$ cat src/design/l2_tag_pkg.sv
package l2_tag_pkg;

    //////////////////////////////////////////////////
    // Directory geometry
    //////////////////////////////////////////////////

    localparam int NUM_WAYS    = 8;
    localparam int WAY_BITS    = 3;
    localparam int SET_BITS    = 4;
    localparam int NUM_SETS    = 1 << SET_BITS;
    localparam int OFFSET_BITS = 6;
    localparam int ADDR_BITS   = 32;
    // Whatever sits above set and offset
    localparam int TAG_BITS    = ADDR_BITS - SET_BITS - OFFSET_BITS;
    // One node per internal vertex of the 8-leaf tree
    localparam int PLRU_BITS   = NUM_WAYS - 1;

    //////////////////////////////////////////////////
    // Vector types
    //////////////////////////////////////////////////

    typedef logic [ADDR_BITS-1:0] addr_t;
    typedef logic [SET_BITS-1:0]  set_idx_t;
    typedef logic [TAG_BITS-1:0]  tag_t;
    typedef logic [WAY_BITS-1:0]  way_idx_t;
    typedef logic [NUM_WAYS-1:0]  way_mask_t;

    // Bit 0 root, bits 1..2 half nodes, bits 3..6 leaf pairs
    // A node bit of 1 means its lower side was used more recently
    typedef logic [PLRU_BITS-1:0] plru_tree_t;

    //////////////////////////////////////////////////
    // Request, pipeline stage and response
    //////////////////////////////////////////////////

    typedef struct packed {
        logic  inval;
        addr_t addr;
    } l2_req_t;

    typedef struct packed {
        logic     valid;
        logic     inval;
        set_idx_t set;
        tag_t     tag;
        way_idx_t victim;   // PLRU pick for this set
    } l2_stage_t;

    typedef struct packed {
        logic     hit;
        way_idx_t way;
        logic     evicted;
        tag_t     evict_tag;  // zero unless evicted
    } l2_resp_t;

endpackage

$ cat src/design/l2_req_front.sv
`timescale 1ns/1ps

module l2_req_front (
    input  logic                    clk,
    input  logic                    rstn,
    input  logic                    req_valid,
    input  l2_tag_pkg::l2_req_t     req,
    input  logic                    touch,
    input  l2_tag_pkg::way_idx_t    touch_way,
    output l2_tag_pkg::l2_stage_t   stage
);

    //////////////////////////////////////////////////
    // PLRU helpers
    //////////////////////////////////////////////////

    // Point every node on the way's path toward that way
    function automatic l2_tag_pkg::plru_tree_t plru_touch(
        input l2_tag_pkg::plru_tree_t tree,
        input l2_tag_pkg::way_idx_t   way
    );
        l2_tag_pkg::plru_tree_t t;
        int                     leaf;
        t    = tree;
        leaf = 3 + int'(way[2:1]);
        t[0] = ~way[2];
        if (!way[2]) begin
            t[1] = ~way[1];
        end else begin
            t[2] = ~way[1];
        end
        t[leaf] = ~way[0];
        return t;
    endfunction

    // Walk away from the recent side at each level
    function automatic l2_tag_pkg::way_idx_t plru_victim(
        input l2_tag_pkg::plru_tree_t tree
    );
        l2_tag_pkg::way_idx_t v;
        int                   leaf;
        v[2] = tree[0];
        v[1] = v[2] ? tree[2] : tree[1];
        leaf = 3 + int'({v[2], v[1]});
        v[0] = tree[leaf];
        return v;
    endfunction

    //////////////////////////////////////////////////
    // Stage register
    //////////////////////////////////////////////////

    logic                   valid_q;
    logic                   inval_q;
    l2_tag_pkg::set_idx_t   set_q;
    l2_tag_pkg::tag_t       tag_q;

    l2_tag_pkg::plru_tree_t plru_q [l2_tag_pkg::NUM_SETS];
    l2_tag_pkg::way_idx_t   victim;

    always_ff @(posedge clk) begin
        if (!rstn) begin
            valid_q <= 1'b0;
        end else begin
            valid_q <= req_valid;
        end
    end

    // Payload only moves with a request
    always_ff @(posedge clk) begin
        if (req_valid) begin
            inval_q <= req.inval;
            set_q   <= req.addr[l2_tag_pkg::OFFSET_BITS +: l2_tag_pkg::SET_BITS];
            tag_q   <= req.addr[l2_tag_pkg::OFFSET_BITS + l2_tag_pkg::SET_BITS +:
                                l2_tag_pkg::TAG_BITS];
        end
    end

    //////////////////////////////////////////////////
    // Per-set PLRU trees
    //////////////////////////////////////////////////

    // Touch always refers to the set now in stage
    always_ff @(posedge clk) begin
        if (!rstn) begin
            for (int s = 0; s < l2_tag_pkg::NUM_SETS; s++) begin
                plru_q[s] <= '0;
            end
        end else if (touch) begin
            plru_q[set_q] <= plru_touch(plru_q[set_q], touch_way);
        end
    end

    assign victim = plru_victim(plru_q[set_q]);

    always_comb begin
        stage.valid  = valid_q;
        stage.inval  = inval_q;
        stage.set    = set_q;
        stage.tag    = tag_q;
        stage.victim = victim;
    end

endmodule

$ cat src/design/l2_tag_dir.sv
`timescale 1ns/1ps

module l2_tag_dir (
    input  logic                    clk,
    input  logic                    rstn,
    input  logic                    req_valid,
    input  l2_tag_pkg::l2_req_t     req,
    output logic                    resp_valid,
    output l2_tag_pkg::l2_resp_t    resp
);

    l2_tag_pkg::l2_stage_t  stage;

    l2_tag_pkg::way_mask_t  match;
    l2_tag_pkg::way_mask_t  line_valid;
    l2_tag_pkg::tag_t       line_tags [l2_tag_pkg::NUM_WAYS];

    l2_tag_pkg::way_mask_t  wr_mask;
    logic                   wr_valid;
    logic                   touch;
    l2_tag_pkg::way_idx_t   touch_way;

    //////////////////////////////////////////////////
    // Request register and PLRU state
    //////////////////////////////////////////////////

    l2_req_front l2_req_front_inst (
        .clk       (clk),
        .rstn      (rstn),
        .req_valid (req_valid),
        .req       (req),
        .touch     (touch),
        .touch_way (touch_way),
        .stage     (stage)
    );

    //////////////////////////////////////////////////
    // Way banks
    //////////////////////////////////////////////////

    for (genvar w = 0; w < l2_tag_pkg::NUM_WAYS; w++) begin : g_way
        l2_way_bank l2_way_bank_inst (
            .clk        (clk),
            .rstn       (rstn),
            .stage      (stage),
            .wr_en      (wr_mask[w]),
            .wr_valid   (wr_valid),
            .match      (match[w]),
            .line_valid (line_valid[w]),
            .line_tag   (line_tags[w])
        );
    end

    //////////////////////////////////////////////////
    // Hit, allocation and response
    //////////////////////////////////////////////////

    l2_way_resolve l2_way_resolve_inst (
        .clk        (clk),
        .rstn       (rstn),
        .stage      (stage),
        .match      (match),
        .line_valid (line_valid),
        .line_tags  (line_tags),
        .wr_mask    (wr_mask),
        .wr_valid   (wr_valid),
        .touch      (touch),
        .touch_way  (touch_way),
        .resp_valid (resp_valid),
        .resp       (resp)
    );

endmodule

$ cat src/design/l2_way_bank.sv
`timescale 1ns/1ps

module l2_way_bank (
    input  logic                    clk,
    input  logic                    rstn,
    input  l2_tag_pkg::l2_stage_t   stage,
    input  logic                    wr_en,
    input  logic                    wr_valid,
    output logic                    match,
    output logic                    line_valid,
    output l2_tag_pkg::tag_t        line_tag
);

    //////////////////////////////////////////////////
    // Storage for one way
    //////////////////////////////////////////////////

    l2_tag_pkg::tag_t              tags_q [l2_tag_pkg::NUM_SETS];
    logic [l2_tag_pkg::NUM_SETS-1:0] valid_q;

    // Valid bits start clear
    always_ff @(posedge clk) begin
        if (!rstn) begin
            valid_q <= '0;
        end else if (wr_en) begin
            valid_q[stage.set] <= wr_valid;
        end
    end

    always_ff @(posedge clk) begin
        if (wr_en) begin
            tags_q[stage.set] <= stage.tag;
        end
    end

    //////////////////////////////////////////////////
    // Lookup of the set in stage
    //////////////////////////////////////////////////

    assign line_valid = valid_q[stage.set];
    assign line_tag   = tags_q[stage.set];

    // Idle stage never matches
    assign match = stage.valid && line_valid && (line_tag == stage.tag);

endmodule

$ cat src/design/l2_way_resolve.sv
`timescale 1ns/1ps

module l2_way_resolve (
    input  logic                    clk,
    input  logic                    rstn,
    input  l2_tag_pkg::l2_stage_t   stage,
    input  l2_tag_pkg::way_mask_t   match,
    input  l2_tag_pkg::way_mask_t   line_valid,
    input  l2_tag_pkg::tag_t        line_tags [l2_tag_pkg::NUM_WAYS],
    output l2_tag_pkg::way_mask_t   wr_mask,
    output logic                    wr_valid,
    output logic                    touch,
    output l2_tag_pkg::way_idx_t    touch_way,
    output logic                    resp_valid,
    output l2_tag_pkg::l2_resp_t    resp
);

    logic                   hit;
    logic                   has_free;
    l2_tag_pkg::way_idx_t   hit_way;
    l2_tag_pkg::way_idx_t   free_way;
    l2_tag_pkg::way_idx_t   alloc_way;
    l2_tag_pkg::l2_resp_t   resp_d;

    //////////////////////////////////////////////////
    // Way encoders
    //////////////////////////////////////////////////

    assign hit      = |match;
    assign has_free = ~&line_valid;

    // Downward scan leaves the lowest index
    always_comb begin
        hit_way  = '0;
        free_way = '0;
        for (int w = l2_tag_pkg::NUM_WAYS - 1; w >= 0; w--) begin
            if (match[w]) begin
                hit_way = l2_tag_pkg::way_idx_t'(w);
            end
            if (!line_valid[w]) begin
                free_way = l2_tag_pkg::way_idx_t'(w);
            end
        end
    end

    // Empty ways win over the PLRU pick
    assign alloc_way = has_free ? free_way : stage.victim;

    //////////////////////////////////////////////////
    // Decision
    //////////////////////////////////////////////////

    always_comb begin
        wr_mask   = '0;
        wr_valid  = 1'b0;
        touch     = 1'b0;
        touch_way = alloc_way;
        resp_d    = '0;
        if (stage.valid) begin
            if (stage.inval) begin
                // Drop the matching line, leave PLRU alone
                if (hit) begin
                    wr_mask    = l2_tag_pkg::way_mask_t'(1) << hit_way;
                    resp_d.hit = 1'b1;
                    resp_d.way = hit_way;
                end
            end else if (hit) begin
                touch      = 1'b1;
                touch_way  = hit_way;
                resp_d.hit = 1'b1;
                resp_d.way = hit_way;
            end else begin
                // Fill, possibly displacing a live line
                wr_mask        = l2_tag_pkg::way_mask_t'(1) << alloc_way;
                wr_valid       = 1'b1;
                touch          = 1'b1;
                resp_d.way     = alloc_way;
                resp_d.evicted = line_valid[alloc_way];
                if (line_valid[alloc_way]) begin
                    resp_d.evict_tag = line_tags[alloc_way];
                end
            end
        end
    end

    //////////////////////////////////////////////////
    // Response register
    //////////////////////////////////////////////////

    always_ff @(posedge clk) begin
        if (!rstn) begin
            resp_valid <= 1'b0;
        end else begin
            resp_valid <= stage.valid;
        end
    end

    always_ff @(posedge clk) begin
        resp <= resp_d;
    end

endmodule

$ cat config.mk
export PLATFORM = sky130hd
export DESIGN_NAME = l2_tag_dir
export DESIGN_NICKNAME = d
export VERILOG_FILES = /design/src/design/l2_tag_pkg.sv /design/src/design/l2_req_front.sv /design/src/design/l2_tag_dir.sv /design/src/design/l2_way_bank.sv /design/src/design/l2_way_resolve.sv
export SDC_FILE = /design/constraint.sdc
export NUM_CORES = 2
export LEC_CHECK = 0
export BUFFER_PORTS_ARGS = -buffer_cell sky130_fd_sc_hd__buf_2
export CORE_MARGIN = 8
export CORE_UTILIZATION = 56
export CTS_BUF_LIST = sky130_fd_sc_hd__clkbuf_8
export CTS_CLUSTER_SIZE = 24
export DETAILED_ROUTE_END_ITERATION = 6
export GPL_TIMING_DRIVEN = 0
export PLACE_DENSITY_LB_ADDON = 0.08
export SLEW_MARGIN = 20
export SYNTH_ARGS = -nofsm -noshare
export SYNTH_HDL_FRONTEND = slang
export SYNTH_HIERARCHICAL = 1
export SYNTH_SLANG_ARGS = --single-unit
$ cat constraint.sdc
create_clock -name clk -period 18.12 [get_ports clk]
set_input_delay 3.624 -clock clk [delete_from_list [all_inputs] [get_ports clk]]
set_output_delay 3.624 -clock clk [all_outputs]
set_load 0.005 [all_outputs]
; Yosys cells after proc, flatten, opt, wreduce, memory -nomap -nowiden
; Memory sizes are Yosys's and may differ from the RTL's. A register that Yosys moved wholly into a read port is not among the register bits.
; Cells that the tools add are included.
[classes]
addsub = 2
n_reduce_logical = 23
eq_ne = 8
shift = 2
bitwise = 6
order_cmp = 7
mux = 108
[op_table]
columns = cell, count
row1 = 22-bit == test, 8
row2 = 16-bit bitwise mux, 8
row3 = 22-bit binary-select mux with 3-bit select, 1
row4 = 32-bit by 5-bit less-than comparator with 1-bit output (second input constant), 2
row5 = 3-bit 2-to-1 mux, 20
row6 = 4-bit 2-to-1 mux, 12
row7 = 1-bit 2-to-1 mux, 47
row8 = 22-bit 2-to-1 mux, 2
row9 = 1-bit binary-select mux with 4-bit select, 8
row10 = 32-bit by 1-bit >= comparator with 1-bit output (second input constant), 1
row11 = 8-bit 2-to-1 mux, 4
row12 = 1-bit logical AND, 18
row13 = 1-bit by 3-bit << shifter with 8-bit output (first input constant), 2
row14 = 11-bit OR reduction, 1
row15 = 10-bit OR reduction, 1
row16 = 8-bit AND reduction, 1
row17 = 8-bit OR reduction, 1
row18 = 7-bit bitwise mux, 1
row19 = 7-bit 2-to-1 mux, 1
row20 = 7-bit OR reduction, 1
row21 = 2-bit by 2-bit adder with 3-bit output (first input constant), 2
row22 = 1-bit binary-select mux with 3-bit select, 2
row23 = 4-bit by 5-bit less-than comparator with 1-bit output (second input constant), 1
row24 = 1-bit NOT, 5
row25 = 6 further kinds, 6
[word_totals]
mem_count = 9
register_bits = 184
elab_cells = 182
output_inout_bits = 28
ram_bits = 2928
input_bits = 36
[memory_table]
columns = memory, depth, word_bits, read_ports, rd_ports_with_merged_regs, wr, line
row1 = g_way[0].l2_way_bank_inst.tags_q, 16, 22, 1, 1, 1, l2_way_bank.sv:18  ; l2_tag_pkg::tag_t tags_q [l2_tag_pkg::NUM_SETS];
row2 = g_way[1].l2_way_bank_inst.tags_q, 16, 22, 1, 1, 1, l2_way_bank.sv:18
row3 = g_way[2].l2_way_bank_inst.tags_q, 16, 22, 1, 1, 1, l2_way_bank.sv:18
row4 = g_way[3].l2_way_bank_inst.tags_q, 16, 22, 1, 1, 1, l2_way_bank.sv:18
row5 = g_way[4].l2_way_bank_inst.tags_q, 16, 22, 1, 1, 1, l2_way_bank.sv:18
row6 = g_way[5].l2_way_bank_inst.tags_q, 16, 22, 1, 1, 1, l2_way_bank.sv:18
row7 = +3 memories, -, -, -, -, -, -

; Logic depth before layout (Yosys ltp)
[depth]
depth_word = 22
ltp_mapped = 23
mapped_depth_nobuf = 19

; Hierarchy
; Netlist, hierarchy kept.
[by_module_without_submodules]
columns = module, area_each_um2, n_inst, seq_area_each_um2, cells_each
row1 = l2_way_bank, 15090.7, 8, 10890.4, 793
row2 = l2_req_front, 6180.9, 1, 4274.1, 416
row3 = l2_way_resolve, 2756.4, 1, 560.5, 344

; Worst setup path before layout
; Ideal clock, no wire load.
[synth_path]
path_type = register -> register
startpoint = register l2_req_front_inst.tag_q[17]
endpoint = memory g_way[4].l2_way_bank_inst/tags_q[2][0] (netlist bit) (enable)
path_buffers = 0
t_required_ps = 17718
synth_period_minus_slack_ps = 6374
arrival_ps = 5972
setup_time_ps = 402
stages_incl_launch_ff = 12
setup_slack_ps = 11746
cell_sequence = edfxtp_1 nor3_1 or4_1 a2111o_1 nor4_2 nor3_1 o31ai_1 nand4_1 nand2b_1 a21boi_0 nand3b_1 nor2_1
[synth_between]
word_cells_on_any_way = 32
classes_between = 8 x eq/ne / 1 x shift / 14 x mux / 9 x reduce/logical
[synth_lines]
columns = element, line
row1 = from (decl), l2_req_front.sv:56  ; l2_tag_pkg::tag_t tag_q;
row2 = from (signal assigned), l2_req_front.sv:74  ; tag_q <= req.addr[l2_tag_pkg::OFFSET_BITS + l2_tag_pkg::SET_BITS +:
row3 = 22-bit == test *, l2_way_bank.sv:44  ; assign match = stage.valid && line_valid && (line_tag == stage.tag);
row4 = 1-bit logical AND *, l2_way_bank.sv:44
row5 = net match[5], l2_tag_dir.sv:14  ; l2_tag_pkg::way_mask_t match;
row6 = 3-bit 2-to-1 mux (6 in a row), l2_way_resolve.sv:37  ; if (match[w]) begin
row7 = 1-bit by 3-bit << shifter with 8-bit output, l2_way_resolve.sv:63  ; wr_mask = l2_tag_pkg::way_mask_t'(1) << hit_way;
row8 = 8-bit 2-to-1 mux, l2_way_resolve.sv:62  ; if (hit) begin
row9 = 8-bit 2-to-1 mux *, l2_way_resolve.sv:60  ; if (stage.inval) begin
row10 = 8-bit 2-to-1 mux *, l2_way_resolve.sv:59  ; if (stage.valid) begin
row11 = net wr_mask[4], l2_tag_dir.sv:18  ; l2_tag_pkg::way_mask_t wr_mask;
row12 = 1-bit 2-to-1 mux *, l2_way_bank.sv:31  ; if (wr_en) begin
row13 = 1-bit 2-to-1 mux (not written as such) *, l2_way_bank.sv:32  ; tags_q[stage.set] <= stage.tag;
row14 = to (decl), l2_way_bank.sv:18
; Mark *: on every way through the listed nets, which the timed path passes. The rest lies on a longest branch.

; Final worst setup path
[layout_path]
startpoint = register l2_req_front_inst.set_q[3]
endpoint = memory g_way[4].l2_way_bank_inst/tags_q[14][2] (netlist bit) (enable)
[layout_between]
word_cells_on_any_way = 59
classes_between = 2 x shift / 39 x mux / 18 x reduce/logical
[layout_lines]
columns = element, line
row1 = from (decl), l2_req_front.sv:55  ; l2_tag_pkg::set_idx_t set_q;
row2 = from (signal assigned), l2_req_front.sv:73  ; set_q <= req.addr[l2_tag_pkg::OFFSET_BITS +: l2_tag_pkg::SET_BITS];
row3 = 1-bit binary-select mux with 4-bit select *, l2_way_bank.sv:40  ; assign line_valid = valid_q[stage.set];
row4 = 1-bit 2-to-1 mux (not written as such) *, l2_way_bank.sv:40
row5 = net line_valid[5], l2_tag_dir.sv:15  ; l2_tag_pkg::way_mask_t line_valid;
row6 = 1-bit logical AND * (2 in a row), l2_way_bank.sv:44
row7 = net match[5], l2_tag_dir.sv:14
row8 = 3-bit 2-to-1 mux (6 in a row), l2_way_resolve.sv:37
row9 = 1-bit by 3-bit << shifter with 8-bit output, l2_way_resolve.sv:63
row10 = 8-bit 2-to-1 mux, l2_way_resolve.sv:62
row11 = 8-bit 2-to-1 mux *, l2_way_resolve.sv:60
row12 = 8-bit 2-to-1 mux *, l2_way_resolve.sv:59
row13 = net wr_mask[4], l2_tag_dir.sv:18
row14 = 1-bit 2-to-1 mux *, l2_way_bank.sv:31
row15 = 1-bit 2-to-1 mux (not written as such) *, l2_way_bank.sv:32
; Mark *: on every way through the listed nets, which the timed path passes. The rest lies on a longest branch. The select of a mux whose other input is x is not followed.

==> results_dict.tcl <==
set metrics [dict create \
    status "finished, violations left" \
    violations "DRC" \
    holdPathStages 2 \
    cp_max_fo 12 \
    cts_tree "done" \
    cp_slowest_stage_delay_ns 0.93 \
    die_y_um 497 \
    ir_drop_mv 0.0772 \
    synth_area_leader_cell "edfxtp_1" \
    port_buffers 57 \
    synth_edf_count 2955 \
    syn-num-nets 7146 \
    seqCellArea_mm2 0.0920 \
    grt_pass1_vias 73800 \
    ys_async_sr_fraction_pct 0 \
    crit_required_ns 18.88 \
    synth.distinct_cells 74 \
    syn_inst 7104 \
    fmax_mhz 111 \
    wl_per_cell_um 33.5 \
    worst_pin_slew_ns 1.23 \
    drt-initial-drc-count 10100 \
    arrival_ns 9.75 \
    cp_num_cells 19 \
    nFillCells 15600 \
    start_util_pct 56.3 \
    die_area_mm2 0.247 \
    grt_usage_pct 30.3 \
    syn_to_final_growth_pct 16.7 \
    drc 2 \
    p_switching_mw 3.89 \
    critical_path_buf_inv_count 6 \
    synth_ff_type "edfxtp_1" \
    finalNetCount 8074 \
    htreeDepth 6 \
    most-common-layout-cells "2955 x edfxtp_1, 686 x mux4_2, 557 x clkbuf_8" \
    drive_gt1_share_pct 26.3 \
    combPwrFrac_pct 10.8 \
    vias_per_cell 6.57 \
    drv_slew 0 \
    grt-ovfl-total 0 \
    holdBufCountCts 0 \
    synth-seq-cells 3116 \
    netlist.area_leader.share_pct 68.4 \
    core_area_mm2 0.230 \
    multi_input_area_mm2 0.0360 \
    root_buffer "clkbuf_8" \
    rsz0062_at_grt "false" \
    hold_viol_final 0 \
    vias 75200 \
    path_clk_slew_ns 0.06 \
    cts-resized-gates 0 \
    finalSetupViolCount 0 \
    clockBufferDepth 4 \
    seqPwrFrac_pct 51.5 \
    grt_max_degree 38 \
    die_x_um 497 \
    gp_congestion 0.923 \
    slowest_stage "a21boi_0" \
    post_cts_buffers 0 \
    clock_sinks 3116 \
    relSlewSlack_pct 17.1 \
    fin_ws_ns 9.13 \
    p_leak_nw 50.0 \
    clock_skew_ns 0.0691 \
    grt_pass1_wl_mm 543 \
    yosysWarnings 6 \
    cts_made_buffers 534 \
    cap_violations 0 \
    core.rowCount 176 \
    clk_latency_ns 1.10 \
    syn_area_per_cell_um2 18.3 \
    synth_area_leaders "edfxtp_1 68%, mux4_2 12%, mux2i_1 3.0%, dfxtp_1 2.5%, nand2_1 1.2%" \
    crit_family "simple AND/OR/NAND/NOR gates" \
    drt_first_pass_iters 7 \
    powerDensity_mw_per_mm2 102 \
    pre_cts_ws_ns 9.52 \
    end_kind "flip-flop" \
    yosysSeqAreaShare_pct 70.9 \
    crit_chain "buf_8, buf_2, buf_4, buf_4, clkbuf_1, nand3_1, nand3_1, o31a_1, nand4_1, a2111o_1, nor4_4, nor3_1, o31ai_1, nand4_1, nand2b_1, a21boi_0, nand3b_1, nor2_4, buf_16" \
    hold_path_class "reg2reg" \
    drt-total-wl_mm 384 \
    switching_share_pct 25.2 \
    r2r_cells 19 \
    setup-tns-final_ns 0 \
    worst-setup-path-type "reg2reg" \
    p_clk_share_pct 37.7 \
    internal_power_mw 11.6 \
    antenna_found_initial 18 \
    ios 64 \
    synth_area_mm2 0.130 \
    period_needed_ns 8.99 \
    min_period_over_period_pct 49.6 \
    antenna_left 0 \
    reg2reg_slack_ns 9.13 \
    hpwlAfterDp_mm 268 \
    startpoint_type "flip-flop" \
    layout_commonest_cell "edfxtp_1" \
]
sequential cells by signal, summed over array words and instances (netlist names), named ones only:
| signal | count |
|---|---|
| l2_req_front_inst/valid_q | 1 |
| l2_req_front_inst/inval_q | 1 |
| g_way.l2_way_bank_inst/valid_q | 128 |
| l2_req_front_inst/plru_q | 112 |
| l2_way_resolve_inst/resp | 27 |
| l2_way_resolve_inst/resp_valid | 1 |
| l2_req_front_inst/tag_q | 22 |
| g_way.l2_way_bank_inst/tags_q | 2816 |
| l2_req_front_inst/set_q | 4 |
per-layer routing:
metal  vias to the layer above  GRT usage, %  routed length (um)
li1                      30700             -                   -
met1                     39200          43.6              152000
met2                      4491          45.9              175000
met5                         -             0                  80
met3                       817          6.67               40500
met4                         6          12.0               17200
final cells by class:
| class | count | share of cell area (%) |
|---|---|---|
| Sequential cell | 3116 | 60.8 |
| Clock inverter | 374 | 1.31 |
| Inverter | 68 | 0.169 |
| Antenna cell | 3 | 0.00496 |
| Timing Repair Buffer | 392 | 4.78 |
| Clock buffer | 556 | 5.06 |
| Tap cell | 3026 | 2.50 |
| Multi-Input combinational cell | 3512 | 23.8 |
| Buffer | 408 | 1.65 |
cells in the mapped netlist (51+ instances only):
cell type	instances
dfxtp_1	161
buf_6	51
a21oi_1	72
nand2b_1	59
clkbuf_1	151
o22ai_1	81
xnor2_1	152
mux2i_1	393
a21boi_0	131
buf_4	74
edfxtp_1	2955
inv_1	68
nor2_1	403
buf_2	113
a22oi_1	76
xor2_1	64
nand2_1	427
o21ai_0	256
nand3_1	78
mux4_2	686
cell families (layout without fill, tap and decap cells):
logic type / Yosys count / after routing / share of synthesized area [%]
buffers and inverters: 476 / 1798 / 2.12
flip-flops: 3116 / 3116 / 70.9
other: 0 / 3 / 0
AND/OR/NAND/NOR: 1234 / 1234 / 4.40
adder cells (fa/ha/maj): 6 / 6 / 0.0579
XOR/XNOR: 216 / 216 / 1.46
AO/OA/AOI/OAI: 884 / 884 / 4.64
multiplexers: 1172 / 1172 / 16.4
power groups by stage:
stage | sequential [mW] | clock, mW | combinational (mW)
after floorplan | 8.21 | 0 | 0.818
after global placement | 8.38 | 0 | 1.27
after detailed placement | 8.12 | 0 | 1.63
after CTS | 7.97 | 5.93 | 1.63
after global routing | 7.97 | 6.23 | 1.72
final | 7.97 | 5.83 | 1.66
worst reg2reg max path, stage by stage, from the launching register on:
cell      delay, ns
edfxtp_1       0.65
buf_8          0.25
buf_2          0.31
buf_4          0.30
buf_4          0.27
clkbuf_1       0.69
nand3_1        0.22
nand3_1        0.65
o31a_1         0.27
nand4_1        0.12
a2111o_1       0.46
nor4_4         0.77
nor3_1         0.20
o31ai_1        0.50
nand4_1        0.19
nand2b_1       0.18
a21boi_0       0.93
nand3b_1       0.77
nor2_4         0.70
buf_16         0.23
worst paths after layout:
path,start,end
max,l2_req_front_inst/set_q[3],g_way[4].l2_way_bank_inst/tags_q[14][2]
min,g_way[7].l2_way_bank_inst/valid_q[2],g_way[7].l2_way_bank_inst/valid_q[2]
max reg2reg,l2_req_front_inst/set_q[3],g_way[4].l2_way_bank_inst/tags_q[14][2]
min reg2reg,g_way[7].l2_way_bank_inst/valid_q[2],g_way[7].l2_way_bank_inst/valid_q[2]
through the flow:
| step | std cells | cell area, um2 | util (%) | power (mW) | hold WS, ns |
|---|---|---|---|---|---|
| floorplan | 7104 | 130000 | - | 9.03 | 0.454 |
| global placement | 10200 | 134000 | 58.1 | 9.65 | 0.462 |
| detailed placement | 10500 | 142000 | 61.6 | 9.75 | 0.473 |
| CTS | 11500 | 151000 | 65.8 | 15.5 | 0.481 |
| global route | 11500 | 151000 | 65.8 | 15.9 | 0.499 |
| finish | 11500 | 151000 | 65.8 | 15.5 | 0.483 |
(Power assumes the default switching activity.)
